===== src/hw/mitchell_consts.svh =====
`ifndef MITCHELL_CONSTS_SVH
`define MITCHELL_CONSTS_SVH

// Operand and log widths.
`define MITCHELL_OPERAND_W 9
`define MITCHELL_FRAC_W 8
`define MITCHELL_CHAR_W 4

`define MITCHELL_PRODUCT_W 18

// Cycles from in_valid to out_valid.
`define MITCHELL_LATENCY 2

`endif


===== src/hw/mitchell_pkg.sv =====
`include "mitchell_consts.svh"

package mitchell_pkg;

    // Two's-complement operand, -256 to 255.
    typedef logic signed [`MITCHELL_OPERAND_W-1:0] operand_t;

    typedef logic [`MITCHELL_CHAR_W-1:0] log_char_t; // Holds 0 to 8.

    // Fraction bits below the leading one, left aligned.
    typedef logic [`MITCHELL_FRAC_W-1:0] log_frac_t;

    typedef logic signed [`MITCHELL_PRODUCT_W-1:0] product_t;

    // One-hot, one place above the leading one.
    typedef logic [`MITCHELL_FRAC_W+1:0] lead_mask_t;

endpackage


===== src/hw/leading_oz_detector.sv =====
`timescale 1ns/10ps

module leading_oz_detector (
    input  logic [7:0]               value,
    input  logic                     sign,
    output mitchell_pkg::log_char_t  leading_one_position,
    output mitchell_pkg::lead_mask_t masked_value
);

    // With sign set, value is magnitude minus one, so an all-ones tail
    // carries into the next position.
    always_comb begin : decode
        casez (value)
            8'b1111_1111: begin
                if (sign) begin
                    leading_one_position = 4'd8;
                    masked_value = 10'b00_0000_0000; // 256 is beyond the table.
                end else begin
                    leading_one_position = 4'd7;
                    masked_value = 10'b01_0000_0000;
                end
            end
            8'b1???_????: begin
                leading_one_position = 4'd7;
                masked_value = 10'b01_0000_0000;
            end
            8'b0111_1111: begin
                leading_one_position = sign ? 4'd7 : 4'd6;
                masked_value = sign ? 10'b01_0000_0000 : 10'b00_1000_0000;
            end
            8'b01??_????: begin
                leading_one_position = 4'd6;
                masked_value = 10'b00_1000_0000;
            end
            8'b0011_1111: begin
                leading_one_position = sign ? 4'd6 : 4'd5;
                masked_value = sign ? 10'b00_1000_0000 : 10'b00_0100_0000;
            end
            8'b001?_????: begin
                leading_one_position = 4'd5;
                masked_value = 10'b00_0100_0000;
            end
            8'b0001_1111: begin
                leading_one_position = sign ? 4'd5 : 4'd4;
                masked_value = sign ? 10'b00_0100_0000 : 10'b00_0010_0000;
            end
            8'b0001_????: begin
                leading_one_position = 4'd4;
                masked_value = 10'b00_0010_0000;
            end
            8'b0000_1111: begin
                leading_one_position = sign ? 4'd4 : 4'd3;
                masked_value = sign ? 10'b00_0010_0000 : 10'b00_0001_0000;
            end
            8'b0000_1???: begin
                leading_one_position = 4'd3;
                masked_value = 10'b00_0001_0000;
            end
            8'b0000_0111: begin
                leading_one_position = sign ? 4'd3 : 4'd2;
                masked_value = sign ? 10'b00_0001_0000 : 10'b00_0000_1000;
            end
            8'b0000_01??: begin
                leading_one_position = 4'd2;
                masked_value = 10'b00_0000_1000;
            end
            8'b0000_0011: begin
                leading_one_position = sign ? 4'd2 : 4'd1;
                masked_value = sign ? 10'b00_0000_1000 : 10'b00_0000_0100;
            end
            8'b0000_001?: begin
                leading_one_position = 4'd1;
                masked_value = 10'b00_0000_0100;
            end
            8'b0000_0001: begin
                leading_one_position = sign ? 4'd1 : 4'd0;
                masked_value = sign ? 10'b00_0000_0100 : 10'b00_0000_0010;
            end
            8'b0000_0000: begin
                // Magnitude one when negative, zero otherwise.
                leading_one_position = 4'd0;
                masked_value = sign ? 10'b00_0000_0010 : 10'b00_0000_0000;
            end
            default: begin
                leading_one_position = 4'd0;
                masked_value = 10'b00_0000_0000;
            end
        endcase
    end

endmodule


===== src/hw/log_converter.sv =====
`timescale 1ns/10ps
`include "mitchell_consts.svh"

module log_converter (
    input  logic                    clk,
    input  logic                    rst,
    input  logic                    in_valid,
    input  mitchell_pkg::operand_t  operand,
    output logic                    log_valid,
    output logic                    log_sign,
    output logic                    log_zero,
    output mitchell_pkg::log_char_t log_char,
    output mitchell_pkg::log_frac_t log_frac
);

    logic                     op_sign;
    logic [7:0]               ones_value;
    mitchell_pkg::log_char_t  char_pos;
    mitchell_pkg::lead_mask_t lead_mask;
    logic [8:0]               magnitude;
    logic [8:0]               lead_bit;
    logic [8:0]               remainder;
    mitchell_pkg::log_char_t  align_shift;
    logic [8:0]               aligned;

    assign op_sign = operand[`MITCHELL_OPERAND_W-1];
    assign ones_value = op_sign ? ~operand[7:0] : operand[7:0]; // Magnitude minus one if negative.

    leading_oz_detector u_lod (
        .value               (ones_value),
        .sign                (op_sign),
        .leading_one_position(char_pos),
        .masked_value        (lead_mask)
    );

    assign magnitude = op_sign ? {1'b0, ones_value} + 9'd1 : {1'b0, ones_value};

    // Mask shifted down lands on the leading one.
    assign lead_bit = lead_mask[`MITCHELL_FRAC_W+1:1];
    assign remainder = magnitude & ~lead_bit;
    assign align_shift = 4'(`MITCHELL_FRAC_W) - char_pos;
    assign aligned = remainder << align_shift; // Bit 8 of 256 drops out here.

    always_ff @(posedge clk) begin
        if (rst) begin
            log_valid <= 1'b0;
        end else begin
            log_valid <= in_valid;
        end
    end

    always_ff @(posedge clk) begin
        if (in_valid) begin
            log_sign <= op_sign;
            log_zero <= (magnitude == 9'd0);
            log_char <= char_pos;
            log_frac <= aligned[`MITCHELL_FRAC_W-1:0];
        end
    end

    a_char_range : assert property (@(posedge clk) disable iff (rst)
        log_valid |-> log_char <= 4'(`MITCHELL_FRAC_W));

endmodule


===== src/hw/antilog_combiner.sv =====
`timescale 1ns/10ps
`include "mitchell_consts.svh"

module antilog_combiner (
    input  logic                    clk,
    input  logic                    rst,
    input  logic                    log_valid,
    input  logic                    a_sign,
    input  logic                    a_zero,
    input  mitchell_pkg::log_char_t a_char,
    input  mitchell_pkg::log_frac_t a_frac,
    input  logic                    b_sign,
    input  logic                    b_zero,
    input  mitchell_pkg::log_char_t b_char,
    input  mitchell_pkg::log_frac_t b_frac,
    output logic                    out_valid,
    output mitchell_pkg::product_t  product
);

    localparam int SCALED_W = `MITCHELL_PRODUCT_W + `MITCHELL_FRAC_W;

    logic [`MITCHELL_CHAR_W:0]  char_sum;
    logic [`MITCHELL_FRAC_W:0]  frac_sum;
    logic                       frac_carry;
    logic [`MITCHELL_FRAC_W:0]  mantissa;
    logic [`MITCHELL_CHAR_W:0]  exponent;
    logic [SCALED_W-1:0]        scaled;
    mitchell_pkg::product_t     magnitude;
    mitchell_pkg::product_t     signed_product;
    logic                       is_zero;
    logic                       negate;

    assign char_sum = {1'b0, a_char} + {1'b0, b_char};
    assign frac_sum = {1'b0, a_frac} + {1'b0, b_frac};
    assign frac_carry = frac_sum[`MITCHELL_FRAC_W];

    // Sum below one gives 1+f at 2^(ka+kb), otherwise f at 2^(ka+kb+1).
    // The carry is the leading one of f, so both cases share one mantissa.
    assign mantissa = {1'b1, frac_sum[`MITCHELL_FRAC_W-1:0]};
    assign exponent = char_sum + {{`MITCHELL_CHAR_W{1'b0}}, frac_carry};

    assign scaled = {{(SCALED_W-`MITCHELL_FRAC_W-1){1'b0}}, mantissa} << exponent;
    assign magnitude = scaled[SCALED_W-1:`MITCHELL_FRAC_W]; // Fraction bits truncated.

    assign is_zero = a_zero | b_zero;
    assign negate = a_sign ^ b_sign;
    assign signed_product = negate ? -magnitude : magnitude;

    always_ff @(posedge clk) begin
        if (rst) begin
            out_valid <= 1'b0;
        end else begin
            out_valid <= log_valid;
        end
    end

    always_ff @(posedge clk) begin
        if (log_valid) begin
            product <= is_zero ? '0 : signed_product;
        end
    end

    // A zero operand must give a zero product on the next cycle.
    a_zero_product : assert property (@(posedge clk) disable iff (rst)
        (log_valid && (a_zero || b_zero)) |=> (out_valid && product == '0));

endmodule


===== src/hw/log_multiplier.sv =====
`timescale 1ns/10ps
`include "mitchell_consts.svh"

module log_multiplier (
    input  logic                   clk,
    input  logic                   rst,
    input  logic                   in_valid,
    input  mitchell_pkg::operand_t a,
    input  mitchell_pkg::operand_t b,
    output logic                   out_valid,
    output mitchell_pkg::product_t product
);

    logic                    log_a_valid;
    logic                    log_a_sign;
    logic                    log_a_zero;
    mitchell_pkg::log_char_t log_a_char;
    mitchell_pkg::log_frac_t log_a_frac;

    logic                    log_b_sign;
    logic                    log_b_zero;
    mitchell_pkg::log_char_t log_b_char;
    mitchell_pkg::log_frac_t log_b_frac;

    log_converter u_log_a (
        .clk      (clk),
        .rst      (rst),
        .in_valid (in_valid),
        .operand  (a),
        .log_valid(log_a_valid),
        .log_sign (log_a_sign),
        .log_zero (log_a_zero),
        .log_char (log_a_char),
        .log_frac (log_a_frac)
    );

    log_converter u_log_b (
        .clk      (clk),
        .rst      (rst),
        .in_valid (in_valid),
        .operand  (b),
        .log_valid(),
        .log_sign (log_b_sign),
        .log_zero (log_b_zero),
        .log_char (log_b_char),
        .log_frac (log_b_frac)
    );

    // Valid is taken from the a side only.
    antilog_combiner u_combine (
        .clk      (clk),
        .rst      (rst),
        .log_valid(log_a_valid),
        .a_sign   (log_a_sign),
        .a_zero   (log_a_zero),
        .a_char   (log_a_char),
        .a_frac   (log_a_frac),
        .b_sign   (log_b_sign),
        .b_zero   (log_b_zero),
        .b_char   (log_b_char),
        .b_frac   (log_b_frac),
        .out_valid(out_valid),
        .product  (product)
    );

    a_latency : assert property (@(posedge clk) disable iff (rst)
        in_valid |-> ##`MITCHELL_LATENCY out_valid);

endmodule


===== config.mk =====
export PLATFORM = sky130hd
export DESIGN_NAME = log_multiplier
export DESIGN_NICKNAME = d
export VERILOG_FILES = /design/src/hw/mitchell_pkg.sv /design/src/hw/leading_oz_detector.sv /design/src/hw/log_converter.sv /design/src/hw/antilog_combiner.sv /design/src/hw/log_multiplier.sv
export VERILOG_INCLUDE_DIRS = /design/src /design/src/hw
export SDC_FILE = /design/constraint.sdc
export NUM_CORES = 1
export LEC_CHECK = 0
export BUFFER_PORTS_ARGS = -buffer_cell sky130_fd_sc_hd__buf_2
export CAP_MARGIN = 20
export CELL_PAD_IN_SITES_DETAIL_PLACEMENT = 1
export CELL_PAD_IN_SITES_GLOBAL_PLACEMENT = 1
export CORE_MARGIN = 4
export CORE_UTILIZATION = 45
export CTS_BUF_LIST = sky130_fd_sc_hd__clkbuf_16
export CTS_CLUSTER_DIAMETER = 30
export DETAILED_ROUTE_END_ITERATION = 8
export MAX_ROUTING_LAYER = met4
export PLACE_DENSITY_LB_ADDON = 0.1
export RECOVER_POWER = 50
export SETUP_SLACK_MARGIN = 0.5
export SYNTH_ARGS = -nofsm -noshare
export SYNTH_HDL_FRONTEND = slang
export SYNTH_HIERARCHICAL = 1
export SYNTH_SLANG_ARGS = --single-unit

===== constraint.sdc =====
create_clock -name clk -period 5.69 [get_ports clk]
set_input_delay 1.707 -clock clk [delete_from_list [all_inputs] [get_ports clk]]
set_output_delay 1.707 -clock clk [all_outputs]
set_load 0.05 [all_outputs]

# Word level (Yosys, flattened, before mapping)
# Index checks and enable logic that the tools add are counted.
# totals
ff_bits	48
in_bits	21
output_inout_bits	19
elab_cells	133
# op_classes
add_sub_neg	8
eq_ne	28
shifts	3
muxes	71
bitwise_logic	8
reduce_logical	4
# ops
cell	n
one-hot mux 10 bit (2 select lines)	12
one-hot mux 4 bit (2 select lines)	12
one-hot mux 10 bit (3 select lines)	2
2-to-1 mux 9 bit	6
2-to-1 mux 8 bit	4
<< shifter 9 x 5 -> 26 bit	1
2-to-1 mux 4 bit	6
one-hot mux 4 bit (3 select lines)	2
2-to-1 mux 10 bit	2
adder 8 x 1 -> 9 bit, second input constant	2
AND 9 bit	2
zero test 9 bit	2
2-to-1 mux 18 bit	1
negator 18 bit	1
NOT 9 bit	2
<< shifter 9 x 4 -> 8 bit	2
== test 8 x 1 -> 1 bit, second input constant	2
== test 8 x 2 -> 1 bit, second input constant	2
== test 8 x 3 -> 1 bit, second input constant	2
== test 8 x 4 -> 1 bit, second input constant	2
== test 8 x 5 -> 1 bit, second input constant	2
== test 8 x 6 -> 1 bit, second input constant	2
== test 8 x 7 -> 1 bit, second input constant	2
== test 8 bit, second input constant	2
other kinds (20)	47

# Depth between registers and ports, before layout
# logic_depth
word_depth	14
mapped_depth	20

# Hierarchy
# Netlist, hierarchy kept.
# by_module_without_submodules
module	n_inst	cells_each	area_per_inst_um2	seq_area_each_um2
antilog_combiner	1	348	2813.9	560.5
log_converter	2	130	1193.6	440.4
leading_oz_detector	2	52	367.9	0.0

# Least setup slack after synthesis
# OpenSTA, ideal clock, no wires.
# synth_path
path_type	flip-flop to flip-flop
from	register u_log_a.log_frac[0]
to	register u_combine.product[12], data pin
setup_ns	0.266
t_arrival_ns	4.943
required_ns	5.424
setup_slack_ns	0.481
stages_incl_launch_ff	19
synth_period_minus_slack_ns	5.209
cell_sequence	edfxtp_1 ha_1 fa_1 a211o_1 a211oi_1 o21bai_1 a21oi_1 fa_1 fa_1 or4_1 o2111ai_2 a211oi_1 o31ai_2 ha_1 inv_1 a2111o_1 o41ai_2 xnor2_1 nor2_1
# synth_between
elab_chain_cells	5
# synth_lines
item	line_no	source
start: declaration	log_converter.sv:13	output mitchell_pkg::log_frac_t log_frac
start signal: assignment	log_converter.sv:57	log_frac <= aligned[`MITCHELL_FRAC_W-1:0];
adder 8 x 8 -> 9 bit *	antilog_combiner.sv:34	assign frac_sum = {1'b0, a_frac} + {1'b0, b_frac};
adder 5 x 1 -> 5 bit	antilog_combiner.sv:40	assign exponent = char_sum + {{`MITCHELL_CHAR_W{1'b0}}, frac_carry};
<< shifter 9 x 5 -> 26 bit *	antilog_combiner.sv:42	assign scaled = {{(SCALED_W-`MITCHELL_FRAC_W-1){1'b0}}, mantissa} << exponent;
negator 18 bit	antilog_combiner.sv:47	assign signed_product = negate ? -magnitude : magnitude;
2-to-1 mux 18 bit *	antilog_combiner.sv:47	
end signal: assignment	antilog_combiner.sv:59	product <= is_zero ? '0 : signed_product;
end: declaration	antilog_combiner.sv:17	output mitchell_pkg::product_t product
# Every way passes the cells marked *; elsewhere a longest branch is shown, timed or not.
# A chain may end at the register's enable or synchronous reset.

# Worst setup path after layout
# layout_path
from	register u_log_b.log_frac[3]
to	register u_combine.product[14], data pin
# layout_between
elab_chain_cells	5
# layout_lines
item	line_no
start: declaration	log_converter.sv:13
start signal: assignment	log_converter.sv:57
adder 8 x 8 -> 9 bit *	antilog_combiner.sv:34
adder 5 x 1 -> 5 bit	antilog_combiner.sv:40
<< shifter 9 x 5 -> 26 bit *	antilog_combiner.sv:42
negator 18 bit	antilog_combiner.sv:47
2-to-1 mux 18 bit *	antilog_combiner.sv:47
# Marks and branches as above.

==> impl_results.md <==
* Status: complete, no violations
* Iter 0 DRT Violations at 465
* Num ports at 40
* Vias at 5743
* Hold Path Depth at 2
* Fin cells at 920
* Vias/cell at 6.24
* Htree depth at 2
* Cells on worst reg2reg path at 21
* Arrival time worst endpoint at 5200 ps
* Worst IR Drop VDD at 0.000175 V
* R2r setup slk at 530 ps
* Max FO, Critical Path at 7
* Vias in the first global route at 5583
* Global-route wire length before repair at 28700 um
* Drt pass-1 iters at 5
* Clock Skew at 6.10 ps
* GP Congestion at 0.889
* HP Start: u_log_a/log_zero$_DFFE_PP_
* Core Box Area at 12700 um^2
* Max Transition Viols Final at 0
* Area growth syn-to-layout at 15.6%
* WP data required at 5730 ps
* Grt met2 use at 43.5%
* Final hold viol count at 0
* Skew-Pair Late Insertion Delay at 290 ps
* Hold WS at 847 ps
* Drt wl/cell at 19.9 um
* Fin nets at 787
* Worst Hold Class: register to register
* Worst slew margin at 4.67%
* Setup_tns at 0 ps
* Port-buffer cells at 39
* Ys Warns at 6
* Max clock buf depth at 2
* Hold endpoint: u_combine/product[0]$_SDFFCE_PP0P_
* Crit share post-route at 90.6%
* Tmin final at 5160 ps
* Synth Instances at 704
* Cell area after synthesis at 5870 um^2
* Post-route DRC at 0
* Rows at 41
* FMAX at 194 MHz
* CTS sink cnt at 48
* GRT met3 Usage at 1.89%
* WL final at 18300 um
* Die Footprint at 14900 um^2
* Die Ht at 122 um
* Met1 GRT Util at 29.7%
* Largest net degree at the start of global routing at 33
* Initial Util at 46.2%
* Startpoint types: register
* GRT Util Overall at 24.3%
* Final setup violation count at 0
* Placed insts at 886
* Filler cell count at 1590
* Num CTS Buffers at 5
* GRT busiest layer: met2
* Avg Cell Area, Syn at 8.34 um^2
* Worst-Margin Slew at 1430 ps
* CTS tree: built
* Post-Syn Nets at 744
* Total grt overflow at 0
* Worst-path clk slew at 60 ps
* Clock root buffer: clkbuf_16
* Antenna violations before repair at 0
* Width of the die at 122 um
* Max Cap Viol at 0
* Crit. End Element: register
* PwrDens at 519 nW/um^2
* Leakage at 2.48 nW
* RSZ-0062 raised after global routing: true
* Antenna diodes at 0
* Share of layout cells above drive strength 1 at 23.4%
* Launching point of the worst reg2reg path: u_log_b/log_frac[3]$_SDFFCE_PP0P_
* Routed Antenna Nets at 0
* Worst Setup Path Type: register to register
* DPL Wire Length at 13500 um
* RR Endpoint: u_combine/product[14]$_SDFFCE_PP0P_
==> layout make-up <==
class                           count  area (um^2)  area share, %
Multi-Input combinational cell    586         4380           64.5
Sequential cell                    48         1420           20.9
Timing Repair Buffer               84          552           8.13
Tap cell                          172          215           3.17
Clock buffer                        5          125           1.84
Inverter                           22         86.3           1.27
Clock inverter                      3         13.8          0.203
==> worst max path at each step <==
stage                                       from                             endpoint  slack, ps  cells past startpoint
6_report       u_log_b/log_frac[3]$_SDFFCE_PP0P_  u_combine/product[14]$_SDFFCE_PP0P_        530                     21
5_1_grt        u_log_b/log_frac[4]$_SDFFCE_PP0P_  u_combine/product[14]$_SDFFCE_PP0P_        310                     21
4_1_cts        u_log_b/log_frac[0]$_SDFFCE_PP0P_  u_combine/product[10]$_SDFFCE_PP0P_        460                     18
3_5_place_dp   u_log_a/log_frac[0]$_SDFFCE_PP0P_  u_combine/product[14]$_SDFFCE_PP0P_         70                     18
3_3_place_gp   u_log_a/log_frac[0]$_SDFFCE_PP0P_  u_combine/product[10]$_SDFFCE_PP0P_        210                     18
2_1_floorplan  u_log_a/log_frac[0]$_SDFFCE_PP0P_  u_combine/product[12]$_SDFFCE_PP0P_        530                     18
==> state kept, by name, indices dropped and copies added (netlist names) <==
register / cells
u_log_a/log_char: 4
u_log_a/log_sign: 1
u_log_b/log_sign: 1
u_log_a/log_frac: 8
u_log_b/log_zero: 1
u_combine/out_valid: 1
u_log_b/log_char: 4
u_log_b/log_frac: 8
u_log_a/log_zero: 1
u_combine/product: 18
u_log_a/log_valid: 1
==> stage by stage <==
step                      setup WS, ps  power, W  area, um^2  utilization, %
after floorplan                    530   0.00216        5880               -
after global placement             210   0.00265        6180            48.6
after detailed placement          68.6   0.00271        6180            48.6
after CTS                          465   0.00314        6450            50.7
after global routing               312   0.00375        6790            53.4
final                              532   0.00353        6790            53.4
==> worst max-delay path, cell delays in order (launching register included) <==
cell	delay [ps]
edfxtp_1	450
ha_4	350
o21a_4	170
a211oi_2	80
o21bai_1	180
a21oi_2	80
fa_2	360
fa_2	600
buf_12	150
buf_4	190
buf_4	140
nor2_1	60
a211oi_2	280
a22oi_2	120
a211o_1	340
nand2_1	100
ha_2	200
inv_2	40
a2111o_1	450
nor3_4	310
a2111o_1	200
o21ai_1	70
==> power by group <==
part | internal [W] | switching [W] | total [W] | leakage (nW)
combinational | 0.00106 | 0.00167 | 0.00274 | 1.97
clock | 0.000160 | 0.000124 | 0.000283 | 0.0710
sequential | 0.000472 | 0.0000340 | 0.000506 | 0.440
total | 0.00169 | 0.00183 | 0.00353 | 2.48
==> routing by layer <==
metal / vias up / wire [um]
met5: - / 0
met4: 0 / 305
met3: 25 / 471
met2: 122 / 9680
met1: 2848 / 7830
li1: 2748 / -
==> cells in the final DEF, fill, tap and decap left out, types with 19 or more instances in the layout <==
cell type	instances
a21oi_1	29
buf_2	30
buf_4	42
edfxtp_1	46
inv_1	19
nand2_1	63
nand3_1	20
nor2_1	66
nor3_1	32
o21ai_0	22
xnor2_1	23
xor2_1	39
==> what timing repair did <==
item / 4_1_cts / 5_1_grt
setup buffers: 12 / 12
pin swaps: 22 / 21
setup endpoints to repair: 11 / 22
hold buffers: 0 / 0
resized for setup: 13 / 39
gates cloned: 0 / 1
(Power assumes the default switching activity.)
